$ cat src/hw/core_cfg_pkg.sv
package core_cfg_pkg;

    // data and address width
    localparam int xlen = 32;
    localparam int reg_count = 32;
    localparam int reg_aw = $clog2(reg_count);

    // first fetch address
    localparam logic [xlen-1:0] reset_pc = '0;

    // register write data select
    localparam logic [1:0] rf_src_alu = 2'd0;
    localparam logic [1:0] rf_src_mem = 2'd1;
    localparam logic [1:0] rf_src_pc4 = 2'd2;

    typedef enum logic [3:0] {
        st_fetch     = 4'd0,
        st_decode    = 4'd1,
        st_execute   = 4'd2,
        st_mem       = 4'd3,
        st_writeback = 4'd4,
        st_halt      = 4'd5
    } ctrl_state_t;

endpackage

$ cat src/hw/rv_isa_pkg.sv
package rv_isa_pkg;

    // base opcodes of the supported subset
    localparam logic [6:0] op_rtype  = 7'b0110011;
    localparam logic [6:0] op_load   = 7'b0000011;
    localparam logic [6:0] op_addi   = 7'b0010011;
    localparam logic [6:0] op_store  = 7'b0100011;
    localparam logic [6:0] op_branch = 7'b1100011;
    localparam logic [6:0] op_jalr   = 7'b1100111;
    localparam logic [6:0] op_jal    = 7'b1101111;
    localparam logic [6:0] op_auipc  = 7'b0010111;

    // funct3 of the r-type alu ops
    localparam logic [2:0] f3_add_sub = 3'b000;
    localparam logic [2:0] f3_slt     = 3'b010;
    localparam logic [2:0] f3_xor     = 3'b100;
    localparam logic [2:0] f3_or      = 3'b110;
    localparam logic [2:0] f3_and     = 3'b111;

    // funct3 of the branches
    localparam logic [2:0] f3_beq = 3'b000;
    localparam logic [2:0] f3_bne = 3'b001;

    typedef enum logic [3:0] {
        alu_add = 4'd0,
        alu_sub = 4'd1,
        alu_and = 4'd2,
        alu_or  = 4'd3,
        alu_xor = 4'd4,
        alu_slt = 4'd5
    } alu_cmd_t;

    // zero sits in bit 0
    typedef struct packed {
        logic spare;
        logic overflow;
        logic msb;
        logic zero;
    } alu_flags_t;

endpackage

$ cat src/hw/alu.sv
module alu
    import rv_isa_pkg::*;
    import core_cfg_pkg::*;
(
    input  logic [xlen-1:0] alu_a,
    input  logic [xlen-1:0] alu_b,
    input  alu_cmd_t        alu_cmd,
    output logic [xlen-1:0] alu_result,
    output alu_flags_t      alu_flags
);

    logic [xlen-1:0] sum;
    logic [xlen-1:0] diff;
    logic add_ovf;
    logic sub_ovf;

    assign sum  = alu_a + alu_b;
    assign diff = alu_a - alu_b;

    // signed overflow from operand and result signs
    assign add_ovf = (alu_a[xlen-1] == alu_b[xlen-1]) && (sum[xlen-1] != alu_a[xlen-1]);
    assign sub_ovf = (alu_a[xlen-1] != alu_b[xlen-1]) && (diff[xlen-1] != alu_a[xlen-1]);

    always_comb begin
        case (alu_cmd)
            alu_sub: alu_result = diff;
            alu_and: alu_result = alu_a & alu_b;
            alu_or: alu_result = alu_a | alu_b;
            alu_xor: alu_result = alu_a ^ alu_b;
            // signed less than
            alu_slt: alu_result = {{(xlen-1){1'b0}}, diff[xlen-1] ^ sub_ovf};
            default: alu_result = sum;
        endcase
    end

    assign alu_flags.zero     = (alu_result == '0);
    assign alu_flags.msb      = alu_result[xlen-1];
    assign alu_flags.overflow = (alu_cmd == alu_add) ? add_ovf :
                                (alu_cmd == alu_sub) ? sub_ovf : 1'b0;
    assign alu_flags.spare    = 1'b0;

endmodule

$ cat src/hw/apb_requester.sv
module apb_requester
    import core_cfg_pkg::*;
(
    input  logic            clk,
    input  logic            rst_n,
    input  logic            mem_req,
    input  logic            mem_write,
    input  logic [xlen-1:0] mem_addr,
    input  logic [xlen-1:0] wdata,
    output logic [xlen-1:0] rdata,
    output logic            mem_done,
    output logic            mem_err,
    output logic [xlen-1:0] paddr,
    output logic            psel,
    output logic            penable,
    output logic            pwrite,
    output logic [xlen-1:0] pwdata,
    input  logic [xlen-1:0] prdata,
    input  logic            pready,
    input  logic            pslverr
);

    typedef enum logic [1:0] {
        apb_idle,
        apb_setup,
        apb_access
    } apb_state_t;

    apb_state_t state;

    always_ff @(posedge clk or posedge rst_n) begin
        if (rst_n) begin
            state  <= apb_idle;
            pwrite <= 1'b0;
        end else begin
            case (state)
                apb_idle: begin
                    if (mem_req) begin
                        pwrite <= mem_write;
                        state  <= apb_setup;
                    end
                end
                apb_setup: state <= apb_access;
                // access holds until the completer is ready
                default: begin
                    if (pready) begin
                        state <= apb_idle;
                    end
                end
            endcase
        end
    end

    // address and data held from setup to completion
    always_ff @(posedge clk) begin
        if ((state == apb_idle) && mem_req) begin
            paddr  <= mem_addr;
            pwdata <= wdata;
        end
    end

    assign psel     = (state != apb_idle);
    assign penable  = (state == apb_access);
    assign mem_done = penable && pready;
    assign mem_err  = mem_done && pslverr;
    assign rdata    = prdata;

    a_paddr_stable: assert property (@(posedge clk) disable iff (rst_n)
        (psel && !pready) |=> $stable(paddr));

endmodule

$ cat src/hw/control_unit.sv
module control_unit
    import rv_isa_pkg::*;
    import core_cfg_pkg::*;
(
    input  logic        clk,
    input  logic        rst_n,
    input  logic [6:0]  opcode,
    input  logic [2:0]  funct3,
    input  logic        funct7_b5,
    input  alu_flags_t  alu_flags,
    input  logic        mem_done,
    input  logic        mem_err,
    output logic        mem_req,
    output logic        mem_write,
    output logic        mem_addr_sel,
    output logic        alu_src,
    output logic        a_src,
    output alu_cmd_t    alu_cmd,
    output logic        rf_we,
    output logic [1:0]  rf_src,
    output logic        pc_we,
    output logic        pc_src,
    output logic        ir_we,
    output logic        mdr_we,
    output logic        halted
);

    ctrl_state_t state;
    ctrl_state_t next_state;
    // request of the current memory state already issued
    logic req_sent;
    logic br_taken;

    always_ff @(posedge clk or posedge rst_n) begin
        if (rst_n) begin
            state    <= st_fetch;
            req_sent <= 1'b0;
        end else begin
            state    <= next_state;
            req_sent <= (next_state == state);
        end
    end

    always_comb begin
        next_state = state;
        case (state)
            st_fetch: begin
                if (mem_done) begin
                    next_state = mem_err ? st_halt : st_decode;
                end
            end
            st_decode: begin
                case (opcode)
                    op_rtype, op_addi, op_auipc, op_load, op_store,
                    op_branch, op_jal, op_jalr: next_state = st_execute;
                    // unknown opcode ends the program
                    default: next_state = st_halt;
                endcase
            end
            st_execute: begin
                case (opcode)
                    op_load, op_store: next_state = st_mem;
                    op_branch, op_jal, op_jalr: next_state = st_fetch;
                    default: next_state = st_writeback;
                endcase
            end
            st_mem: begin
                if (mem_done && mem_err) begin
                    next_state = st_halt;
                end else if (mem_done) begin
                    next_state = (opcode == op_load) ? st_writeback : st_fetch;
                end
            end
            st_writeback: next_state = st_fetch;
            default: next_state = st_halt;
        endcase
    end

    // only beq and bne are decoded
    always_comb begin
        case (funct3)
            f3_beq: br_taken = alu_flags.zero;
            f3_bne: br_taken = !alu_flags.zero;
            default: br_taken = 1'b0;
        endcase
    end

    // operand select and alu command follow the opcode in every state
    always_comb begin
        a_src   = 1'b0;
        alu_src = 1'b1;
        alu_cmd = alu_add;
        case (opcode)
            op_rtype: begin
                alu_src = 1'b0;
                case (funct3)
                    f3_add_sub: alu_cmd = funct7_b5 ? alu_sub : alu_add;
                    f3_slt: alu_cmd = alu_slt;
                    f3_xor: alu_cmd = alu_xor;
                    f3_or: alu_cmd = alu_or;
                    f3_and: alu_cmd = alu_and;
                    default: alu_cmd = alu_add;
                endcase
            end
            // compare rs1 against rs2
            op_branch: begin
                alu_src = 1'b0;
                alu_cmd = alu_sub;
            end
            // pc based address
            op_auipc, op_jal: a_src = 1'b1;
            default: ;
        endcase
    end

    always_comb begin
        mem_req      = ((state == st_fetch) || (state == st_mem)) && !req_sent;
        mem_write    = (state == st_mem) && (opcode == op_store);
        mem_addr_sel = (state == st_mem);
        rf_we        = 1'b0;
        rf_src       = rf_src_alu;
        pc_we        = 1'b0;
        pc_src       = 1'b0;
        ir_we        = 1'b0;
        mdr_we       = 1'b0;
        case (state)
            st_fetch: ir_we = mem_done && !mem_err;
            st_execute: begin
                if (opcode == op_branch) begin
                    pc_we  = 1'b1;
                    pc_src = br_taken;
                end else if ((opcode == op_jal) || (opcode == op_jalr)) begin
                    // link register gets pc+4
                    rf_we  = 1'b1;
                    rf_src = rf_src_pc4;
                    pc_we  = 1'b1;
                    pc_src = 1'b1;
                end
            end
            st_mem: begin
                mdr_we = mem_done && !mem_err && (opcode == op_load);
                // store retires here
                pc_we  = mem_done && !mem_err && (opcode == op_store);
            end
            st_writeback: begin
                rf_we  = 1'b1;
                rf_src = (opcode == op_load) ? rf_src_mem : rf_src_alu;
                pc_we  = 1'b1;
            end
            default: ;
        endcase
    end

    assign halted = (state == st_halt);

    // requests only come from the memory states
    a_req_state: assert property (@(posedge clk) disable iff (rst_n)
        mem_req |-> (state inside {st_fetch, st_mem}));

    // one request per memory state
    a_req_pulse: assert property (@(posedge clk) disable iff (rst_n)
        mem_req |=> !mem_req);

    a_we_excl: assert property (@(posedge clk) disable iff (rst_n)
        !(rf_we && mem_write));

endmodule

$ cat src/hw/datapath.sv
module datapath
    import rv_isa_pkg::*;
    import core_cfg_pkg::*;
(
    input  logic              clk,
    input  logic              rst_n,
    input  logic              mem_addr_sel,
    input  logic              alu_src,
    input  logic              a_src,
    input  logic [1:0]        rf_src,
    input  logic              pc_we,
    input  logic              pc_src,
    input  logic              ir_we,
    input  logic              mdr_we,
    input  logic [xlen-1:0]   rdata,
    input  logic [xlen-1:0]   alu_result,
    input  logic [xlen-1:0]   rs1_data,
    input  logic [xlen-1:0]   rs2_data,
    output logic [6:0]        opcode,
    output logic [2:0]        funct3,
    output logic              funct7_b5,
    output logic [reg_aw-1:0] rs1_addr,
    output logic [reg_aw-1:0] rs2_addr,
    output logic [reg_aw-1:0] rd_addr,
    output logic [xlen-1:0]   rf_wdata,
    output logic [xlen-1:0]   alu_a,
    output logic [xlen-1:0]   alu_b,
    output logic [xlen-1:0]   mem_addr,
    output logic [xlen-1:0]   wdata
);

    logic [xlen-1:0] pc;
    logic [xlen-1:0] ir;
    logic [xlen-1:0] mdr;
    logic [xlen-1:0] imm;
    logic [xlen-1:0] pc_plus4;
    logic [xlen-1:0] target;

    // pc holds the current instruction until it retires
    always_ff @(posedge clk or posedge rst_n) begin
        if (rst_n) begin
            pc <= reset_pc;
        end else if (pc_we) begin
            pc <= pc_src ? target : pc_plus4;
        end
    end

    always_ff @(posedge clk) begin
        if (ir_we) begin
            ir <= rdata;
        end
        if (mdr_we) begin
            mdr <= rdata;
        end
    end

    // instruction fields
    assign opcode    = ir[6:0];
    assign rd_addr   = ir[11:7];
    assign funct3    = ir[14:12];
    assign rs1_addr  = ir[19:15];
    assign rs2_addr  = ir[24:20];
    assign funct7_b5 = ir[30];

    // immediate format picked by opcode
    always_comb begin
        case (opcode)
            op_store: imm = {{(xlen-12){ir[31]}}, ir[31:25], ir[11:7]};
            op_branch: imm = {{(xlen-12){ir[31]}}, ir[7], ir[30:25], ir[11:8], 1'b0};
            op_auipc: imm = {ir[31:12], 12'b0};
            op_jal: imm = {{(xlen-20){ir[31]}}, ir[19:12], ir[20], ir[30:21], 1'b0};
            default: imm = {{(xlen-12){ir[31]}}, ir[31:20]};
        endcase
    end

    assign pc_plus4 = pc + xlen'(4);

    // branches use their own adder since the alu is busy comparing
    // jump targets come from the alu with bit 0 cleared
    assign target = (opcode == op_branch) ? pc + imm : {alu_result[xlen-1:1], 1'b0};

    assign alu_a    = a_src ? pc : rs1_data;
    assign alu_b    = alu_src ? imm : rs2_data;
    assign mem_addr = mem_addr_sel ? alu_result : pc;
    assign wdata    = rs2_data;

    always_comb begin
        case (rf_src)
            rf_src_mem: rf_wdata = mdr;
            rf_src_pc4: rf_wdata = pc_plus4;
            default: rf_wdata = alu_result;
        endcase
    end

endmodule

$ cat src/hw/reg_file.sv
module reg_file
    import core_cfg_pkg::*;
(
    input  logic              clk,
    input  logic              rst_n,
    input  logic [reg_aw-1:0] rs1_addr,
    input  logic [reg_aw-1:0] rs2_addr,
    input  logic [reg_aw-1:0] rd_addr,
    input  logic [xlen-1:0]   rf_wdata,
    input  logic              rf_we,
    output logic [xlen-1:0]   rs1_data,
    output logic [xlen-1:0]   rs2_data
);

    logic [xlen-1:0] regs [reg_count];

    // no writes while reset is held
    // x0 is never written
    always_ff @(posedge clk) begin
        if (rf_we && !rst_n && (rd_addr != '0)) begin
            regs[rd_addr] <= rf_wdata;
        end
    end

    // async reads, x0 forced to zero
    assign rs1_data = (rs1_addr == '0) ? '0 : regs[rs1_addr];
    assign rs2_data = (rs2_addr == '0) ? '0 : regs[rs2_addr];

endmodule

$ cat src/hw/rv_core_top.sv
module rv_core_top
    import rv_isa_pkg::*;
    import core_cfg_pkg::*;
(
    input  logic            clk,
    input  logic            rst_n,
    output logic [xlen-1:0] paddr,
    output logic            psel,
    output logic            penable,
    output logic            pwrite,
    output logic [xlen-1:0] pwdata,
    input  logic [xlen-1:0] prdata,
    input  logic            pready,
    input  logic            pslverr,
    output logic            halted
);

    // decoded fields back to the FSM
    logic [6:0]        opcode;
    logic [2:0]        funct3;
    logic              funct7_b5;
    alu_flags_t        alu_flags;

    // memory request and completion
    logic              mem_req;
    logic              mem_write;
    logic              mem_done;
    logic              mem_err;
    logic [xlen-1:0]   mem_addr;
    logic [xlen-1:0]   wdata;
    logic [xlen-1:0]   rdata;

    // datapath controls
    logic              mem_addr_sel;
    logic              alu_src;
    logic              a_src;
    alu_cmd_t          alu_cmd;
    logic              rf_we;
    logic [1:0]        rf_src;
    logic              pc_we;
    logic              pc_src;
    logic              ir_we;
    logic              mdr_we;

    // register file and alu
    logic [reg_aw-1:0] rs1_addr;
    logic [reg_aw-1:0] rs2_addr;
    logic [reg_aw-1:0] rd_addr;
    logic [xlen-1:0]   rf_wdata;
    logic [xlen-1:0]   rs1_data;
    logic [xlen-1:0]   rs2_data;
    logic [xlen-1:0]   alu_a;
    logic [xlen-1:0]   alu_b;
    logic [xlen-1:0]   alu_result;

    control_unit control_unit_i (.*);

    datapath datapath_i (.*);

    reg_file reg_file_i (.*);

    alu alu_i (.*);

    // single APB port for fetch and data
    apb_requester apb_requester_i (.*);

endmodule

$ cat config.mk
export PLATFORM = sky130hd
export DESIGN_NAME = rv_core_top
export DESIGN_NICKNAME = d
export VERILOG_FILES = /design/src/hw/core_cfg_pkg.sv /design/src/hw/rv_isa_pkg.sv /design/src/hw/alu.sv /design/src/hw/apb_requester.sv /design/src/hw/control_unit.sv /design/src/hw/datapath.sv /design/src/hw/reg_file.sv /design/src/hw/rv_core_top.sv
export SDC_FILE = /design/constraint.sdc
export NUM_CORES = 2
export LEC_CHECK = 0
export ABC_AREA = 0
export BUFFER_PORTS_ARGS = -buffer_cell sky130_fd_sc_hd__buf_2
export CORE_MARGIN = 3
export CORE_UTILIZATION = 50
export DETAILED_ROUTE_END_ITERATION = 8
export PLACE_DENSITY_LB_ADDON = 0.3
export SYNTH_ARGS = -nofsm -noshare
export SYNTH_HDL_FRONTEND = slang
export SYNTH_SLANG_ARGS = --single-unit
$ cat constraint.sdc
create_clock -name clk -period 7.02 [get_ports clk]
set_input_delay 1.053 -clock clk [delete_from_list [all_inputs] [get_ports clk]]
set_output_delay 1.053 -clock clk [all_outputs]
set_load 0.02 [all_outputs]
# == Word-level counts from Yosys, hierarchy flattened ==
# Memory sizes are Yosys's and may differ from the RTL's. A register that Yosys moved wholly into a read port is not among the register bits.
# Cells that the tools add are included.
# totals
memories,1
latch_bits,0
romBits,0
ram_bits,1024
reg_bits,168
# memory_table
name,depth,word_bits,rd,rd_ports_with_merged_regs,wr,line,source
reg_file_i.regs,32,32,2,2,1,reg_file.sv:15,logic [xlen-1:0] regs [reg_count];
# op_classes
n_addsub,4
order_cmp,0
mul,0
div_mod_pow,0
n_eq_ne,31
n_reduce_logical,34
n_mux,43
bitwise_logic,4
shift,0
# ops
op,count
two-way mux 32 bit,7
one-hot mux 32 bit (5 select lines),1
one-hot mux 31 bit (4 select lines),1
adder 32 bit,2
one-hot mux 32 bit (2 select lines),1
one-hot mux 4 bit (5 select lines),2
"adder 32 x 3 -> 32 bit, second input constant",1
AND 32 bit,1
logical NOT 32 bit,1
bitwise OR 32 bit,1
subtractor 32 bit,1
bitwise XOR 32 bit,1
"== test 7 bit, second input constant",3
"== test 4 x 2 -> 1 bit, second input constant",4
"== test 4 x 3 -> 1 bit, second input constant",4
"== test 7 x 5 -> 1 bit, second input constant",2
"== test 7 x 6 -> 1 bit, second input constant",2
logical AND 1 bit,12
two-way mux 1 bit,12
two-way mux 4 bit,3
logical NOT 5 bit,2
two-way mux 5 bit,2
"== test 3 bit, second input constant",3
two-way mux 3 bit,3
other kinds (28),44

# == Depth between registers and ports, before layout ==
# logic_depth
depth_word,15
ltp_mapped,35
depth_no_buf,30

# == By module ==
# Synthesis repeated with hierarchy kept, for this count alone.
# hier_totals
hier_cells,4432
area_unflattened_um2,64638.2
# modules_own_cells
module,cells_per_inst,area_each_um2,seq_area_each_um2,n_inst
reg_file,2370,47189.0,30749.5,1
datapath,969,8680.8,2722.6,1
alu,887,5740.5,0.0,1
apb_requester,109,2319.7,1996.9,1
control_unit,97,708.2,125.1,1

# == Least setup slack after synthesis ==
# Ideal clock, no wire load.
# synth_timing
path_type,reg-to-reg
startpoint,reg (tool-made name)
endpoint,reg datapath_i.pc[22]
setup_ns,0.123
arrival_time_ns,7.580
path_stages_with_launch,33
path_slack_ns,-0.682
period_less_slack_ns,7.702
cell_sequence,dfxtp_1 clkbuf_1 clkbuf_1 buf_1 buf_1 mux4_2 mux4_2 mux2i_1 nor2_1 mux2i_1 ha_1 clkbuf_1 o21a_1 o31a_1 o211ai_1 nand3_1 a21oi_1 nor2_1 o21ai_0 nand2b_1 fa_1 or4b_2 a211oi_1 a311oi_1 and3_1 nand4_1 or3_1 nor3_1 and3_4 a311oi_4 buf_2 mux2i_1 nand2_1
# synth_lines
item,line,source
end signal: assignment,datapath.sv:42,pc <= reset_pc;
end signal: assignment,datapath.sv:44,pc <= pc_src ? target : pc_plus4;
end: declaration,datapath.sv:32,logic [xlen-1:0] pc;

==> qor.yml <==
via_per_inst: 6.78
register_area_um2: 35800
yosysUniqueCellTypes: 98
globalplace.congestion: 1.01
core-area_um2: 126000
outcome: "finished with violations"
rr_worst_depth: 35
die_area_um2: 131000
worst_skew_pair.late_latency_ps: 770
finalHoldViolCount: 0
p_seq_share_pct: 53.2
fin_crit_sh_pct: 101
clkPwrFrac_pct: 46.4
hpwl_mm: 144
path_common_cell: "buf_4"
p_sw_share_pct: 20.0
cp-endpoint: "datapath_i.pc[16]"
drtIter0Drc: 6443
fillers: 9096
initial_core_util_pct: 50.4
fp-row-count: 130
netlist_instances: 4060
grt_pass1_wl_mm: 311
min_path_type: "primary input to async pin"
portBuffers: 103
first_pass_iters: 7
path_clk_slew_ps: 70
cts.htree.levels: 3
grt_pass1_vias: 43900
grt_max_degree: 64
critPathArrivalTime_ps: 7790
vias: 44200
rrSetupSlack_ps: -80
synth_top_area_share_pct: 54.5
place_inst: 6176
drtAntennaViolNets: 0
nets: 4922
irDropWorstVdd_v: 0.000175
clock_skew_ps: 41.5
ys_seq_area_share_pct: 56.4
fin_crit_ps: 7100
start_kind: "register"
slew_viol_final: 0
endpoint_kind: "register"
antenna_found_initial: 14
fmax_ghz: 0.141
p_leak_nw: 27.3
layout_setup_ws_ps: -83.3
clock_tree.root_cell: "clkbuf_16"
max_stage_delay_ps: 530
cp_max_fo: 18
synthTopCellsByCount: "edfxtp_1, mux4_2, nor2_1, nand2_1, clkbuf_1"
setup-violations-final: 7
cts.sinks: 1202
ys.flop_type: "edfxtp_1"
tightest_slew_ps: 1370
ys_warn_count: 0
critPathKind: "register to register"
clockBufferDepth: 3
yosys-top-cells-area: "edfxtp_1, mux4_2, ha_1, dfrtp_1, nor2_1"
yosysTopAreaCell: "edfxtp_1"
cts_tree: "built"
routed_wl_mm: 218
cp.required_ps: 7700
synth_edf_count: 1152
fp.dieW_um: 362
drive_gt1_share_pct: 39.3
placed_cell_area_um2: 71200
finalInstanceArea_um2: 77400
grt_use_total_pct: 33.1
max_slew_margin_pct: 8.40
rsz0062_at_grt: "true"
drc: 0
timing.hold.ws_ps: 426
reg2reg_to: "datapath_i.pc[16]"
violations: "negative setup slack"
overflow: 0
cts_hold_buf: 0
p_switching_mw: 2.92
final_util_pct: 61.5
numCtsBuffers: 121
syn_area_per_cell_um2: 15.6
drv_cap: 0
final_cells: 6514
synthesis.area_um2: 63500
p_int_mw: 11.6
yosysMostFrequentCell: "edfxtp_1"
syn_to_final_growth_pct: 22.0
post_drt_wl_per_cell_um: 33.4
multi_input_area_um2: 27200
die_y_um: 362
synthArstFlopShare_pct: 3.33
cp_slowest_cell: "mux4_2"
power.combinational.fraction_pct: 0.4
ys_seq_elements: 1202
finalPower_mw: 14.6
power_density_nw_per_um2: 188
ios: 104
-- kinds of logic (layout without fill, tap and decap cells) --
kind of cell             count (synthesis)  count (layout)  synth area share [%]
AND/OR/NAND/NOR                        750             750                  5.51
other                                    1              36               0.00591
adder cells (fa/ha/maj)                133             133                  2.67
XOR/XNOR                                71              71                 0.980
AO/OA/AOI/OAI                          707             707                  7.45
buffers and inverters                  468            1237                  2.85
flip-flops                            1202            1202                  56.4
multiplexers                           728             728                  24.1
-- flip-flops by register name (all words and copies together), names as in the netlist, named ones only --
signal / cells
datapath_i.ir: 32
control_unit_i.state: 4
apb_requester_i.paddr: 32
datapath_i.pc: 32
apb_requester_i.pwrite: 1
apb_requester_i.state: 2
datapath_i.mdr: 32
apb_requester_i.pwdata: 32
reg_file_i.regs: 1024
control_unit_i.req_sent: 1
-- cell usage in the layout, fill, tap and decap left out, drive strengths merged, types with 21 or more instances in the layout --
master	Yosys	layout
o21ai	171	171
mux2	23	23
mux2i	65	65
ha	129	129
xnor2	43	43
a221oi	37	37
and3	21	21
clkinv	1	49
buf	76	826
nand3	50	50
nand2b	24	24
nand2	231	231
inv	175	179
mux4	640	640
a21oi	176	176
a31oi	25	25
nor3	43	43
o22ai	21	21
xor2	28	28
nor2	247	247
dfrtp	40	40
conb	1	33
a211oi	26	26
a21o	31	31
clkbuf	216	158
edfxtp	1152	1152
-- timing repair --
action	in CTS	in global routing
gates cloned	7	4
pin swaps	44	48
setup buffers	64	32
setup endpoints to repair	64	32
gates resized for setup	135	93
-- critical path: cells and delay by family (launching register included) --
| kind | cells | cell delay [ps] |
|---|---|---|
| buf+inv | 16 | 1800 |
| simple gates | 6 | 1590 |
| mux | 4 | 1490 |
| compound gates | 8 | 1410 |
| flops | 1 | 380 |
| fa+ha+maj | 1 | 290 |
-- power groups by stage --
stage / logic (mW) / registers, mW / clock network (mW)
final: 0.0534 / 7.75 / 6.76
after global routing: 0.0564 / 7.75 / 7.10
after CTS: 0.0513 / 7.75 / 6.81
after detailed placement: 0.0507 / 7.91 / 0
after global placement: 0.0497 / 7.91 / 0
after floorplan: 0.0206 / 7.91 / 0
-- layout make-up --
class / count / share of cell area, %
antenna: 3 / 0.00969
tap: 1650 / 2.67
sequential: 1202 / 46.3
inverter: 176 / 0.853
multi-input combinational: 2422 / 35.1
clock buffer: 154 / 4.15
clock inverter: 77 / 1.18
timing repair buffer: 830 / 9.82
-- routing by layer --
layer	vias to the layer above	global-route usage, %	part of all wire [%]
met5	-	0	0.022
met4	8	17.0	5.7
met3	579	6.72	11
met2	3063	51.7	47
met1	22600	44.6	37
li1	17900	-	-
-- worst min path at each step --
stage / to / cells past startpoint / slack, ps
after CTS: apb_requester_i.pwrite / 3 / 420
after global routing: apb_requester_i.pwrite / 3 / 460
after global placement: apb_requester_i.pwrite / 1 / 500
after detailed placement: apb_requester_i.pwrite / 1 / 520
final: apb_requester_i.pwrite / 3 / 430
after floorplan: register / 2 / 460
-- metrics by stage --
step           setup slack [ps]  TNS, ps
2_1_floorplan              2.09        0
3_5_place_dp               -511   -15530
5_1_grt                    -189    -3090
6_report                  -83.3     -257
3_3_place_gp               -382   -11830
4_1_cts                    1.68        0
Note: power is estimated with default switching activity, not from simulation.
